$ cat src/design/board_ctrl_pkg.sv
//----------------------------------------
// board control register map, widths,
// register word types and spi frame states
//----------------------------------------
package board_ctrl_pkg;

    //----------------------------------------
    // sizes
    //----------------------------------------
    localparam int SPI_ADDR_BITS    = 8;
    localparam int SPI_DATA_BITS    = 16;
    localparam int ETH_PORTS        = 4;
    localparam int ERR_WORDS        = 2 * ETH_PORTS;  // two words per counter
    localparam int TEST_ARRAY_COUNT = 8;

    //----------------------------------------
    // types
    //----------------------------------------
    typedef logic [SPI_DATA_BITS-1:0]         reg_word_t;
    typedef logic [SPI_ADDR_BITS-2:0]         reg_addr_t;  // top bit of addr byte is r/w
    typedef logic [31:0]                      err_cnt_t;
    typedef logic [ETH_PORTS-1:0]             link_t;
    typedef logic [31:0]                      fw_stamp_t;
    typedef logic [$clog2(SPI_DATA_BITS)-1:0] spi_bit_cnt_t;

    // one register write from the spi side
    typedef struct packed {
        logic      en;
        reg_addr_t addr;
        reg_word_t data;
    } reg_wr_t;

    // bit-banged mdio pins
    typedef struct packed {
        logic mdc;
        logic data;
        logic dir;   // 1 = fpga drives mdio
    } mdio_ctrl_t;

    typedef enum logic [1:0] {
        IDLE,
        ADDR,
        DATA
    } spi_phase_e;

    // constant firmware type word
    localparam reg_word_t FW_TYPE = 16'h0003;

    //----------------------------------------
    // register map
    //----------------------------------------
    // read only
    localparam reg_addr_t RA_FW_DATE    = 7'd0;   // 2 words
    localparam reg_addr_t RA_FW_TIME    = 7'd2;   // 2 words
    localparam reg_addr_t RA_FW_TYPE    = 7'd4;
    localparam reg_addr_t RA_MAC_LINK   = 7'd5;
    localparam reg_addr_t RA_RXERR0     = 7'd6;   // port n at 6+2n
    // read/write
    localparam reg_addr_t RA_PHY_RST    = 7'd16;
    localparam reg_addr_t RA_MDIO_CLK   = 7'd17;
    localparam reg_addr_t RA_MDIO_DATA  = 7'd18;
    localparam reg_addr_t RA_MDIO_DIR   = 7'd19;
    // read only mdio pin level
    localparam reg_addr_t RA_MDIO_IN    = 7'd20;
    // scratch words, 32 to 39
    localparam reg_addr_t RA_TEST_ARRAY = 7'd32;

endpackage

$ cat src/design/board_ctrl_top.sv
//----------------------------------------
// board control top level
//----------------------------------------
module board_ctrl_top import board_ctrl_pkg::*; (
    input  logic                     clk125M,
    input  logic                     reset_i,
    input  logic                     spi_clk_i,
    input  logic [1:0]               spi_cs_n_i,
    input  logic                     spi_mosi_i,
    input  logic                     qspi_miso_i,
    input  logic                     mdio_i,
    input  fw_stamp_t                fw_date_i,
    input  fw_stamp_t                fw_time_i,
    input  err_cnt_t [ETH_PORTS-1:0] rxerr_cnt_i,
    input  link_t                    mac_link_i,
    output logic                     spi_miso_o,
    output logic                     qspi_cs_n_o,
    output logic                     qspi_mosi_o,
    output logic                     mdio_o,
    output logic                     mdio_oe_o,
    output logic                     eth_phy_mdc_o,
    output link_t                    eth_phy_rst_o,
    output link_t                    lvds_status_o
);

    reg_wr_t    reg_wr;
    reg_addr_t  rd_addr;
    reg_word_t  rd_data;
    logic       spi_miso;      // register slave miso before sharing
    link_t      link_sync;
    logic       mdio_in_sync;
    mdio_ctrl_t mdio_ctrl;

    // register slave sits on chip select 1
    spi_reg_slave spi0 (
        .clk125M    (clk125M),
        .reset_i    (reset_i),
        .spi_clk_i  (spi_clk_i),
        .spi_cs_n_i (spi_cs_n_i[1]),
        .spi_mosi_i (spi_mosi_i),
        .rd_data_i  (rd_data),
        .reg_wr_o   (reg_wr),
        .rd_addr_o  (rd_addr),
        .spi_miso_o (spi_miso)
    );

    ctrl_reg_bank regs0 (
        .clk125M     (clk125M),
        .reset_i     (reset_i),
        .reg_wr_i    (reg_wr),
        .rd_addr_i   (rd_addr),
        .fw_date_i   (fw_date_i),
        .fw_time_i   (fw_time_i),
        .rxerr_cnt_i (rxerr_cnt_i),
        .link_i      (link_sync),
        .mdio_in_i   (mdio_in_sync),
        .rd_data_o   (rd_data),
        .mdio_ctrl_o (mdio_ctrl),
        .phy_rst_o   (eth_phy_rst_o)
    );

    board_pin_io pins0 (
        .clk125M        (clk125M),
        .reset_i        (reset_i),
        .mac_link_i     (mac_link_i),
        .mdio_i         (mdio_i),
        .spi_cs_n_i     (spi_cs_n_i),
        .spi_mosi_i     (spi_mosi_i),
        .qspi_miso_i    (qspi_miso_i),
        .reg_miso_i     (spi_miso),
        .mdio_ctrl_i    (mdio_ctrl),
        .link_sync_o    (link_sync),
        .mdio_in_sync_o (mdio_in_sync),
        .spi_miso_o     (spi_miso_o),
        .qspi_cs_n_o    (qspi_cs_n_o),
        .qspi_mosi_o    (qspi_mosi_o),
        .mdio_o         (mdio_o),
        .mdio_oe_o      (mdio_oe_o),
        .eth_phy_mdc_o  (eth_phy_mdc_o),
        .lvds_status_o  (lvds_status_o)
    );

endmodule

$ cat src/design/board_pin_io.sv
//----------------------------------------
// board pins: input sync, miso sharing,
// mdio split and lvds link status
//----------------------------------------
module board_pin_io import board_ctrl_pkg::*; (
    input  logic       clk125M,
    input  logic       reset_i,
    input  link_t      mac_link_i,
    input  logic       mdio_i,
    input  logic [1:0] spi_cs_n_i,   // [0] flash, [1] register slave
    input  logic       spi_mosi_i,
    input  logic       qspi_miso_i,
    input  logic       reg_miso_i,
    input  mdio_ctrl_t mdio_ctrl_i,
    output link_t      link_sync_o,
    output logic       mdio_in_sync_o,
    output logic       spi_miso_o,
    output logic       qspi_cs_n_o,
    output logic       qspi_mosi_o,
    output logic       mdio_o,
    output logic       mdio_oe_o,
    output logic       eth_phy_mdc_o,
    output link_t      lvds_status_o
);

    link_t link_meta;
    logic  mdio_meta;

    always_ff @(posedge clk125M) begin
        if (reset_i) begin
            link_meta      <= '0;
            link_sync_o    <= '0;
            mdio_meta      <= 1'b0;
            mdio_in_sync_o <= 1'b0;
            lvds_status_o  <= '0;
        end else begin
            link_meta      <= mac_link_i;
            link_sync_o    <= link_meta;
            mdio_meta      <= mdio_i;
            mdio_in_sync_o <= mdio_meta;
            lvds_status_o  <= link_sync_o;  // 3 cycles from pin
        end
    end

    // deselected source floats high, so AND picks the active one
    assign spi_miso_o    = (qspi_miso_i | spi_cs_n_i[0]) & (reg_miso_i | spi_cs_n_i[1]);
    assign qspi_cs_n_o   = spi_cs_n_i[0];
    assign qspi_mosi_o   = spi_mosi_i;

    assign mdio_oe_o     = mdio_ctrl_i.dir;
    assign mdio_o        = mdio_ctrl_i.dir & mdio_ctrl_i.data;
    assign eth_phy_mdc_o = mdio_ctrl_i.mdc;

endmodule

$ cat src/design/ctrl_reg_bank.sv
//----------------------------------------
// control register bank
// writable regs and registered read mux
//----------------------------------------
module ctrl_reg_bank import board_ctrl_pkg::*; (
    input  logic                     clk125M,
    input  logic                     reset_i,
    input  reg_wr_t                  reg_wr_i,
    input  reg_addr_t                rd_addr_i,
    input  fw_stamp_t                fw_date_i,
    input  fw_stamp_t                fw_time_i,
    input  err_cnt_t [ETH_PORTS-1:0] rxerr_cnt_i,
    input  link_t                    link_i,
    input  logic                     mdio_in_i,
    output reg_word_t                rd_data_o,
    output mdio_ctrl_t               mdio_ctrl_o,
    output link_t                    phy_rst_o
);

    reg_word_t [TEST_ARRAY_COUNT-1:0] test_array;
    reg_word_t [ERR_WORDS-1:0]        err_words;   // low half first
    reg_addr_t                        wr_ta_off;
    reg_addr_t                        rd_ta_off;
    reg_addr_t                        rd_err_off;
    reg_word_t                        rd_word;

    assign err_words  = rxerr_cnt_i;
    // offsets wrap to large values below the base
    assign wr_ta_off  = reg_wr_i.addr - RA_TEST_ARRAY;
    assign rd_ta_off  = rd_addr_i - RA_TEST_ARRAY;
    assign rd_err_off = rd_addr_i - RA_RXERR0;

    //----------------------------------------
    // write decode
    //----------------------------------------
    always_ff @(posedge clk125M) begin
        if (reset_i) begin
            test_array  <= '0;
            phy_rst_o   <= '0;
            mdio_ctrl_o <= '0;  // dir 0, mdio released
        end else if (reg_wr_i.en) begin
            case (reg_wr_i.addr)
                RA_PHY_RST:   phy_rst_o        <= reg_wr_i.data[ETH_PORTS-1:0];
                RA_MDIO_CLK:  mdio_ctrl_o.mdc  <= reg_wr_i.data[0];
                RA_MDIO_DATA: mdio_ctrl_o.data <= reg_wr_i.data[0];
                RA_MDIO_DIR:  mdio_ctrl_o.dir  <= reg_wr_i.data[0];
                default: begin
                    // read-only and unmapped addresses fall through here
                    if (wr_ta_off < TEST_ARRAY_COUNT) begin
                        test_array[wr_ta_off] <= reg_wr_i.data;
                    end
                end
            endcase
        end
    end

    //----------------------------------------
    // read mux
    //----------------------------------------
    always_comb begin
        rd_word = '0;  // unmapped reads 0
        case (rd_addr_i)
            RA_FW_DATE:     rd_word = fw_date_i[15:0];
            RA_FW_DATE + 1: rd_word = fw_date_i[31:16];
            RA_FW_TIME:     rd_word = fw_time_i[15:0];
            RA_FW_TIME + 1: rd_word = fw_time_i[31:16];
            RA_FW_TYPE:     rd_word = FW_TYPE;
            RA_MAC_LINK:    rd_word = reg_word_t'(link_i);
            RA_PHY_RST:     rd_word = reg_word_t'(phy_rst_o);
            RA_MDIO_CLK:    rd_word = reg_word_t'(mdio_ctrl_o.mdc);
            RA_MDIO_DATA:   rd_word = reg_word_t'(mdio_ctrl_o.data);
            RA_MDIO_DIR:    rd_word = reg_word_t'(mdio_ctrl_o.dir);
            RA_MDIO_IN:     rd_word = reg_word_t'(mdio_in_i);
            default: begin
                if (rd_err_off < ERR_WORDS) begin
                    rd_word = err_words[rd_err_off];  // 2 words per port
                end else if (rd_ta_off < TEST_ARRAY_COUNT) begin
                    rd_word = test_array[rd_ta_off];
                end
            end
        endcase
    end

    // one cycle behind rd_addr_i
    always_ff @(posedge clk125M) begin
        rd_data_o <= rd_word;
    end

endmodule

$ cat src/design/spi_reg_slave.sv
//----------------------------------------
// spi register slave, mode 0, msb first
// addr byte + 16-bit word per frame
//----------------------------------------
module spi_reg_slave import board_ctrl_pkg::*; (
    input  logic      clk125M,
    input  logic      reset_i,
    input  logic      spi_clk_i,
    input  logic      spi_cs_n_i,
    input  logic      spi_mosi_i,
    input  reg_word_t rd_data_i,
    output reg_wr_t   reg_wr_o,
    output reg_addr_t rd_addr_o,
    output logic      spi_miso_o
);

    logic [2:0]   sclk_sync;   // two sync stages + edge history
    logic [2:0]   cs_sync;
    logic [1:0]   mosi_sync;
    logic         sclk_rise;
    logic         sclk_fall;
    logic         cs_fall;
    logic         cs_high;
    logic         mosi_bit;
    logic         addr_done;
    logic         data_done;

    spi_phase_e   phase;
    spi_bit_cnt_t bit_cnt;
    logic         rd_frame;    // bit 7 of the addr byte
    logic         wr_en;
    reg_word_t    wr_data;
    reg_word_t    rx_shift;
    reg_word_t    tx_shift;

    //----------------------------------------
    // pin synchronizers
    //----------------------------------------
    always_ff @(posedge clk125M) begin
        if (reset_i) begin
            sclk_sync <= '0;
            cs_sync   <= '1;  // deselected
        end else begin
            sclk_sync <= {sclk_sync[1:0], spi_clk_i};
            cs_sync   <= {cs_sync[1:0], spi_cs_n_i};
        end
    end

    always_ff @(posedge clk125M) begin
        mosi_sync <= {mosi_sync[0], spi_mosi_i};
    end

    assign sclk_rise = sclk_sync[1] & ~sclk_sync[2];
    assign sclk_fall = ~sclk_sync[1] & sclk_sync[2];
    assign cs_fall   = ~cs_sync[1] & cs_sync[2];
    assign cs_high   = cs_sync[1];
    assign mosi_bit  = mosi_sync[1];  // same depth as sclk_sync[1]

    assign addr_done = (phase == ADDR) && sclk_rise
                       && (bit_cnt == spi_bit_cnt_t'(SPI_ADDR_BITS - 1));
    assign data_done = (phase == DATA) && sclk_rise
                       && (bit_cnt == spi_bit_cnt_t'(SPI_DATA_BITS - 1));

    //----------------------------------------
    // frame fsm
    //----------------------------------------
    always_ff @(posedge clk125M) begin
        if (reset_i) begin
            phase    <= IDLE;
            bit_cnt  <= '0;
            rd_frame <= 1'b0;
            wr_en    <= 1'b0;
        end else begin
            wr_en <= 1'b0;
            if (cs_high) begin
                phase <= IDLE;  // early cs rise drops the frame
            end else begin
                case (phase)
                    IDLE: begin
                        if (cs_fall) begin
                            phase   <= ADDR;
                            bit_cnt <= '0;
                        end
                    end
                    ADDR: begin
                        if (addr_done) begin
                            phase    <= DATA;
                            bit_cnt  <= '0;
                            rd_frame <= rx_shift[SPI_ADDR_BITS-2];
                        end else if (sclk_rise) begin
                            bit_cnt <= bit_cnt + 1'b1;
                        end
                    end
                    DATA: begin
                        if (data_done) begin
                            phase <= IDLE;  // waits for next cs fall
                            wr_en <= ~rd_frame;
                        end else if (sclk_rise) begin
                            bit_cnt <= bit_cnt + 1'b1;
                        end
                    end
                    default: phase <= IDLE;
                endcase
            end
        end
    end

    // shift registers and captured frame fields
    always_ff @(posedge clk125M) begin
        if (sclk_rise) begin
            rx_shift <= {rx_shift[SPI_DATA_BITS-2:0], mosi_bit};
        end
        if (addr_done) begin
            rd_addr_o <= {rx_shift[SPI_ADDR_BITS-3:0], mosi_bit};
        end
        if (data_done) begin
            wr_data <= {rx_shift[SPI_DATA_BITS-2:0], mosi_bit};
        end
        if (cs_high) begin
            tx_shift <= '0;
        end else if ((phase == DATA) && sclk_fall) begin
            // first falling edge after the addr byte loads the read word
            if (bit_cnt == '0) begin
                tx_shift <= rd_frame ? rd_data_i : '0;
            end else begin
                tx_shift <= {tx_shift[SPI_DATA_BITS-2:0], 1'b0};
            end
        end
    end

    assign spi_miso_o = tx_shift[SPI_DATA_BITS-1];
    assign reg_wr_o   = '{en: wr_en, addr: rd_addr_o, data: wr_data};

endmodule

$ cat config.mk
export PLATFORM = sky130hd
export DESIGN_NAME = board_ctrl_top
export DESIGN_NICKNAME = d
export VERILOG_FILES = /design/src/design/board_ctrl_pkg.sv /design/src/design/board_ctrl_top.sv /design/src/design/board_pin_io.sv /design/src/design/ctrl_reg_bank.sv /design/src/design/spi_reg_slave.sv
export SDC_FILE = /design/constraint.sdc
export NUM_CORES = 1
export LEC_CHECK = 0
export ABC_AREA = 1
export BUFFER_PORTS_ARGS = -buffer_cell sky130_fd_sc_hd__buf_2
export CORE_MARGIN = 2
export CORE_UTILIZATION = 30
export CTS_CLUSTER_DIAMETER = 200
export CTS_CLUSTER_SIZE = 24
export DETAILED_ROUTE_END_ITERATION = 10
export GPL_TIMING_DRIVEN = 0
export PLACE_DENSITY = 0.52
export SLEW_MARGIN = 10
export SYNTH_ARGS = -nofsm -noshare
export SYNTH_HDL_FRONTEND = slang
export SYNTH_SLANG_ARGS = --single-unit
$ cat constraint.sdc
create_clock -name clk125M -period 5.05 [get_ports clk125M]
set_input_delay 0.505 -clock clk125M [delete_from_list [all_inputs] [get_ports clk125M]]
set_output_delay 0.505 -clock clk125M [all_outputs]
set_load 0.05 [all_outputs]
### Word level (Yosys, flattened, before mapping)

Cells that the tools add are included.

| word-level totals | value |
|---|---|
| register bits after elaboration | 235 |
| input bits | 204 |
| output and inout port bits | 14 |
| logic and storage cells | 111 |

| cells by class | value |
|---|---|
| multiplexer cells | 21 |
| order comparisons | 5 |
| bitwise logic cells | 14 |
| reduce and logical (&&, ||, !) cells | 21 |
| equal/unequal tests | 18 |
| $add $sub $neg | 3 |

Operator list:

| cell | number |
|---|---|
| $pmux W16 S11 | 1 |
| $bwmux W128 | 1 |
| $mux W16 | 7 |
| $bmux W16 S3 | 2 |
| $demux W16 S3 | 1 |
| $eq A7 B5 Y1 const B | 5 |
| $lt A7 B4 Y1 const B | 4 |
| $mux W4 | 4 |
| $eq A7 B2 Y1 const B | 2 |
| $eq A7 B3 Y1 const B | 2 |
| $pmux W4 S3 | 1 |
| $reduce_and A3 Y1 | 3 |
| $reduce_and A2 Y1 | 4 |
| $reduce_or A4 Y1 | 2 |
| $eq A7 B1 Y1 const B | 1 |
| $ge A7 B1 Y1 const B | 1 |
| $logic_not A7 Y1 | 1 |
| $not A1 Y1 | 7 |
| $sub A7 B3 Y7 const B | 1 |
| $sub A7 B6 Y7 const B | 1 |
| $logic_and A1 B1 Y1 | 6 |
| $mux W2 | 3 |
| $ne A2 B1 Y1 const B | 3 |
| $pmux W2 S3 | 1 |
| 13 further kinds | 18 |

### Longest topological paths before layout

| depth | value |
|---|---|
| depth after elaboration | 6 |
| depth in mapped cells | 13 |
| mapped depth without buffers | 11 |

### Modules after synthesis

From an unflattened synthesis, not the netlist that was laid out.

| second synthesis, totals | value |
|---|---|
| cell total of the unflattened synthesis | 1,827 |
| area total of the unflattened synthesis | 11,915.2 µm² |

Modules (own cells, without submodules):

| module | sequential area each (µm²) | area an instance (µm²) | cells an instance | times used |
|---|---|---|---|---|
| ctrl_reg_bank | 3,022.9 | 8,728.4 | 1,519 | 1 |
| spi_reg_slave | 1,781.7 | 2,741.4 | 256 | 1 |
| board_pin_io | 280.3 | 445.4 | 52 | 1 |

### Least setup slack after synthesis

No wires, ideal clock.

| timing | value |
|---|---|
| path type | flip-flop to flip-flop |
| start point | register spi0.sclk_sync[1] |
| end point | register spi0.bit_cnt[0] |
| buffers on the path | 0 |
| path slack | 2,568 ps |
| library setup time | 121 ps |
| required time | 4,929 ps |
| arrival | 2,360 ps |
| stages on the path, launching flop included | 10 |
| cell sequence | dfxtp_1 > inv_1 > nor2_2 > nand2_1 > nor2_1 > nor2_1 > nand2_1 > nand2_1 > nand3_1 > nor2_1 |

| on the way | value |
|---|---|
| word-level cells in the longest chain between the ends | 5 |
| elaborated cells on any way between the ends | 11 |

Ends and longest elaborated chain:

| item | RTL line | text |
|---|---|---|
| start: declaration | spi_reg_slave.sv:17 | `logic [2:0] sclk_sync;` |
| start signal: assignment | spi_reg_slave.sv:44 | `sclk_sync <= {sclk_sync[1:0], spi_clk_i};` |
| $and A1 B1 Y1 | spi_reg_slave.sv:53 | `assign sclk_rise = sclk_sync[1] & ~sclk_sync[2];` |
| via spi0.sclk_rise | spi_reg_slave.sv:20 | `logic sclk_rise;` |
| $logic_and A1 B1 Y1 | spi_reg_slave.sv:61 | `assign data_done = (phase == DATA) && sclk_rise` |
| $logic_and A1 B1 Y1 | spi_reg_slave.sv:62 | `&& (bit_cnt == spi_bit_cnt_t'(SPI_DATA_BITS - 1));` |
| via spi0.data_done | spi_reg_slave.sv:26 | `logic data_done;` |
| $ne A2 B2 Y1 (no line) | - |  |
| $reduce_and A4 Y1 (no line) | - |  |
| end signal: assignment | spi_reg_slave.sv:91 | `bit_cnt <= bit_cnt + 1'b1;` |
| end signal: assignment | spi_reg_slave.sv:99 | `bit_cnt <= bit_cnt + 1'b1;` |
| end: declaration | spi_reg_slave.sv:29 | `spi_bit_cnt_t bit_cnt;` |

The timed path passes the listed nets, and every way through them passes these cells. The select of a mux whose other input is x is not followed.
A chain may end at the register's enable or synchronous reset.

### Final worst setup path

| timing | value |
|---|---|
| start point | register spi0.rd_addr_o[1] |
| end point | register regs0.rd_data_o[14] |

| on the way | value |
|---|---|
| word-level cells in the longest chain between the ends | 6 |
| elaborated cells on any way between the ends | 22 |

Ends and longest elaborated chain:

| item | RTL line | text |
|---|---|---|
| start: declaration | spi_reg_slave.sv:13 | `output reg_addr_t rd_addr_o,` |
| start signal: assignment | spi_reg_slave.sv:114 | `rd_addr_o <= {rx_shift[SPI_ADDR_BITS-3:0], mosi_bit};` |
| branches (longest 5 deep; another with $sub A7 B6 Y7) | - |  |
| $pmux W16 S11 * | ctrl_reg_bank.sv:62 | `case (rd_addr_i)` |
| via regs0.rd_word[14] | ctrl_reg_bank.sv:25 | `reg_word_t rd_word;` |
| end signal: assignment | ctrl_reg_bank.sv:86 | `rd_data_o <= rd_word;` |
| end: declaration | ctrl_reg_bank.sv:15 | `output reg_word_t rd_data_o,` |

Mark *: on every way through the listed nets, which the timed path passes. The select of a mux whose other input is x is not followed.

==> results.md <==
- Final Hold Violating Endpoints: 0
- Area share of the largest cell type after synthesis: 0.338
- Post-synth ARST share: 0
- Die area: 40500 µm²
- WS Path Type: reg2reg
- Clock slew at reported path FFs: 100 ps
- Detailed Route WL: 47800 µm
- Status: finished clean
- Remaining Overflow, GRT: 0
- Clock latency on the worst-skew pair: 500 ps
- Period utilisation layout: 0.731
- Max frequency: 271 MHz
- Critical path's top delay family: buffers and inverters
- PostCTS Resize Cnt: 0
- Crit-path max cell delay: 540 ps
- Row cnt: 72
- Leading area contributor after synthesis: dfxtp_1
- Fillers: 4211
- Critical path arrival: 4140 ps
- Worst min-delay path endpoint: spi0.mosi_sync[0]
- Worst hold path depth: 1
- Global-route wire length before repair: 71300 µm
- CTS sink cnt: 235
- Buf/Inv on CP: 7
- Slew headroom: 0.314
- Wire per inst: 19.2 µm
- 1st-iter DRT viols: 1274
- Ys Warns: 0
- Worst r2r dst: regs0.rd_data_o[14]
- Setup bufs post-CTS: 0
- Leak: 6.27 nW
- Hold crit path type: in2reg
- Post-DP HPWL: 36100 µm
- Fin crit period: 3690 ps
- Final WS setup: 1360 ps
- Syn_area_per_cell: 6.69 µm²
- P&R area growth vs syn: 18.0%
- Number of antenna diodes: 0
- Post-synth EDFFs: 38
- Netlist cell types: 33
- Crit-path cells: buf_4, inv_2, buf_2, buf_2, ha_1, clkbuf_1, clkinv_1, clkbuf_1, nand3_1, nand3_1, nand2_1, nand2_1, nand2_1
- Critical Path Stages: 13
- Avg Vias per Cell: 4.90
- Worst path required time: 5490 ps
- Area contributors post-synth: dfxtp_1 (34%), nand2_1 (20%), edfxtp_1 (9.8%), nor2_1 (8.5%), nand3_1 (6.7%)
- H-tree levels: 1
- FF-to-FF setup slack: 1360 ps
- Startpoint types: flip-flop
- Core Region: 38500 µm²
- Die height: 201 µm
- Critical path's slowest cell: edfxtp_1
- Ports: 218
- Die width: 201 µm
- VDD IR-drop max: 0.000152 V
- Post-route ant nets: 0
- Vias in the first global route: 11.8k
- PD cells: 234 nW/µm²
- Final setup fails: 0
- Unrepaired setup endpoints after global routing: no
- Clk root buf: clkbuf_16
- IO buf count: 217
- Register area share after synthesis: 0.436
- Starting density of the core: 0.303
- Routed via count: 12.2k
- Syn_nets: 1956
- Final Skew: 30.4 ps
- Reg2reg path depth: 13
- Post-Syn Instances: 1742
- Remaining design rule violation count: 0
- Total CTS buffers: 13
- CTS Buffer Depth: 3
- Setup TNS: 0 ps
- Largest net degree at the start of global routing: 26
- Drt first pass iters: 5
- Synth Flop Type: dfxtp_1
- Pin slew with the least headroom to its limit: 1030 ps
- R2r startpoint: spi0.rd_addr_o[1]
- Post-place setup slack: 1440 ps
- Quantity of hold-fixing buffers added after cts: 0
- Setup crit end kind: flip-flop
- GRT Total Usage: 0.230
- Max Cap Viol: 0
- Min-Delay Startpoint: spi_mosi_i
- Layout cell share with drive strength beyond 1: 0.163
- Cell repeated most along the worst path: nand2_1
- Final nets: 2188
- TritonCTS clock tree: built
- Mapped cell area: 11700 µm²
- Initial antenna violation count: 0
- Worst-path maximum fanout: 11
- Yosys reg bits: 235
- Final Max Tran Viols: 0
- Placer Congestion: 0.970
-- worst max-delay path by stage --
stage                      start                   to  slack (ps)
2_1_floorplan  spi0.sclk_sync[1]      spi0.bit_cnt[0]        2570
3_3_place_gp   spi0.rd_addr_o[1]  regs0.rd_data_o[14]        1420
3_5_place_dp   spi0.rd_addr_o[1]   regs0.rd_data_o[1]        1440
4_1_cts        spi0.rd_addr_o[1]   regs0.rd_data_o[1]        1410
5_1_grt        spi0.rd_addr_o[1]  regs0.rd_data_o[14]        1280
6_report       spi0.rd_addr_o[1]  regs0.rd_data_o[14]        1360
-- cell usage in the layout (no fill, tap or decap), drive strengths merged --
master,Yosys,routed
o21ai,144,144
clkinv,4,4
or2,2,2
edfxtp,38,38
a21boi,1,1
a21oi,56,56
nand3,155,155
clkbuf,44,60
dfxtp,197,197
nor3,4,4
o211ai,18,18
o31ai,1,1
ha,10,10
nor2,279,279
o22a,1,1
nor4,1,1
inv,82,84
buf,57,274
nand3b,6,6
nand2,625,625
nand4,17,17
-- metal layers --
metal	share of wire	up-vias	GRT usage
met4	0.041	0	0.0931
li1	-	6034	-
met3	0.073	89	0.0279
met2	0.45	519	0.377
met5	0	-	0
met1	0.44	5576	0.308
-- sequential cells by signal, indices dropped and copies added, names as in the netlist --
name	cells
spi0.wr_data	16
pins0.lvds_status_o	4
pins0.mdio_meta	1
regs0.phy_rst_o	4
spi0.mosi_sync	2
spi0.bit_cnt	4
pins0.link_meta	4
regs0.rd_data_o	16
spi0.rd_frame	1
spi0.rx_shift	15
spi0.sclk_sync	3
regs0.test_array	128
pins0.mdio_in_sync_o	1
spi0.cs_sync	3
spi0.wr_en	1
regs0.mdio_ctrl_o	3
spi0.tx_shift	16
pins0.link_sync_o	4
spi0.rd_addr_o	7
spi0.phase	2
-- through the flow --
stage	util	cell area [µm²]	total power [mW]	cells	hold WS, ps
3_3_place_gp	0.348	13400	2.13	2477	368
5_1_grt	0.357	13800	3.33	2495	110
4_1_cts	0.357	13800	3.25	2495	102
2_1_floorplan	-	11700	2.02	1742	310
3_5_place_dp	0.348	13400	2.14	2477	363
6_report	0.357	13800	3.21	2495	125
-- synth_stat cells (2+ instances only) --
| library cell | count |
|---|---|
| a21oi_1 | 55 |
| buf_1 | 11 |
| buf_2 | 37 |
| buf_4 | 5 |
| buf_6 | 4 |
| clkbuf_1 | 44 |
| clkinv_1 | 3 |
| dfxtp_1 | 197 |
| edfxtp_1 | 38 |
| ha_1 | 10 |
| inv_1 | 67 |
| inv_2 | 15 |
| nand2_1 | 617 |
| nand2_2 | 7 |
| nand3_1 | 155 |
| nand3b_1 | 6 |
| nand4_1 | 17 |
| nor2_1 | 265 |
| nor2_2 | 3 |
| nor2_4 | 11 |
| nor3_1 | 3 |
| o211ai_1 | 18 |
| o21ai_0 | 116 |
| o21ai_1 | 28 |
| or2_2 | 2 |
-- report_power, final --
group	internal, mW	switching [mW]	leakage [nW]
Sequential	1.91	0.00484	1.94
Clock	0.482	0.640	0.173
Combinational	0.0829	0.0970	4.16
Total	2.47	0.741	6.27
-- final cells by class --
class	instances	area [µm²]	area share
multi-input combinational	1320	5780	0.420
clock inverter	2	15.0	0.00109
inverter	86	324	0.0236
tap	518	648	0.0471
sequential	235	5080	0.370
buffer	101	474	0.0345
clock buffer	16	337	0.0245
timing repair buffer	217	1090	0.0790
-- cell families after synthesis --
| family | after synthesis | synth area share |
|---|---|---|
| flops | 235 | 0.436 |
| fa+ha+maj | 10 | 0.0107 |
| simple gates | 1089 | 0.385 |
| buf+inv | 187 | 0.0685 |
| compound gates | 221 | 0.0998 |
No activity file was read; power rests on OpenSTA's default activity.
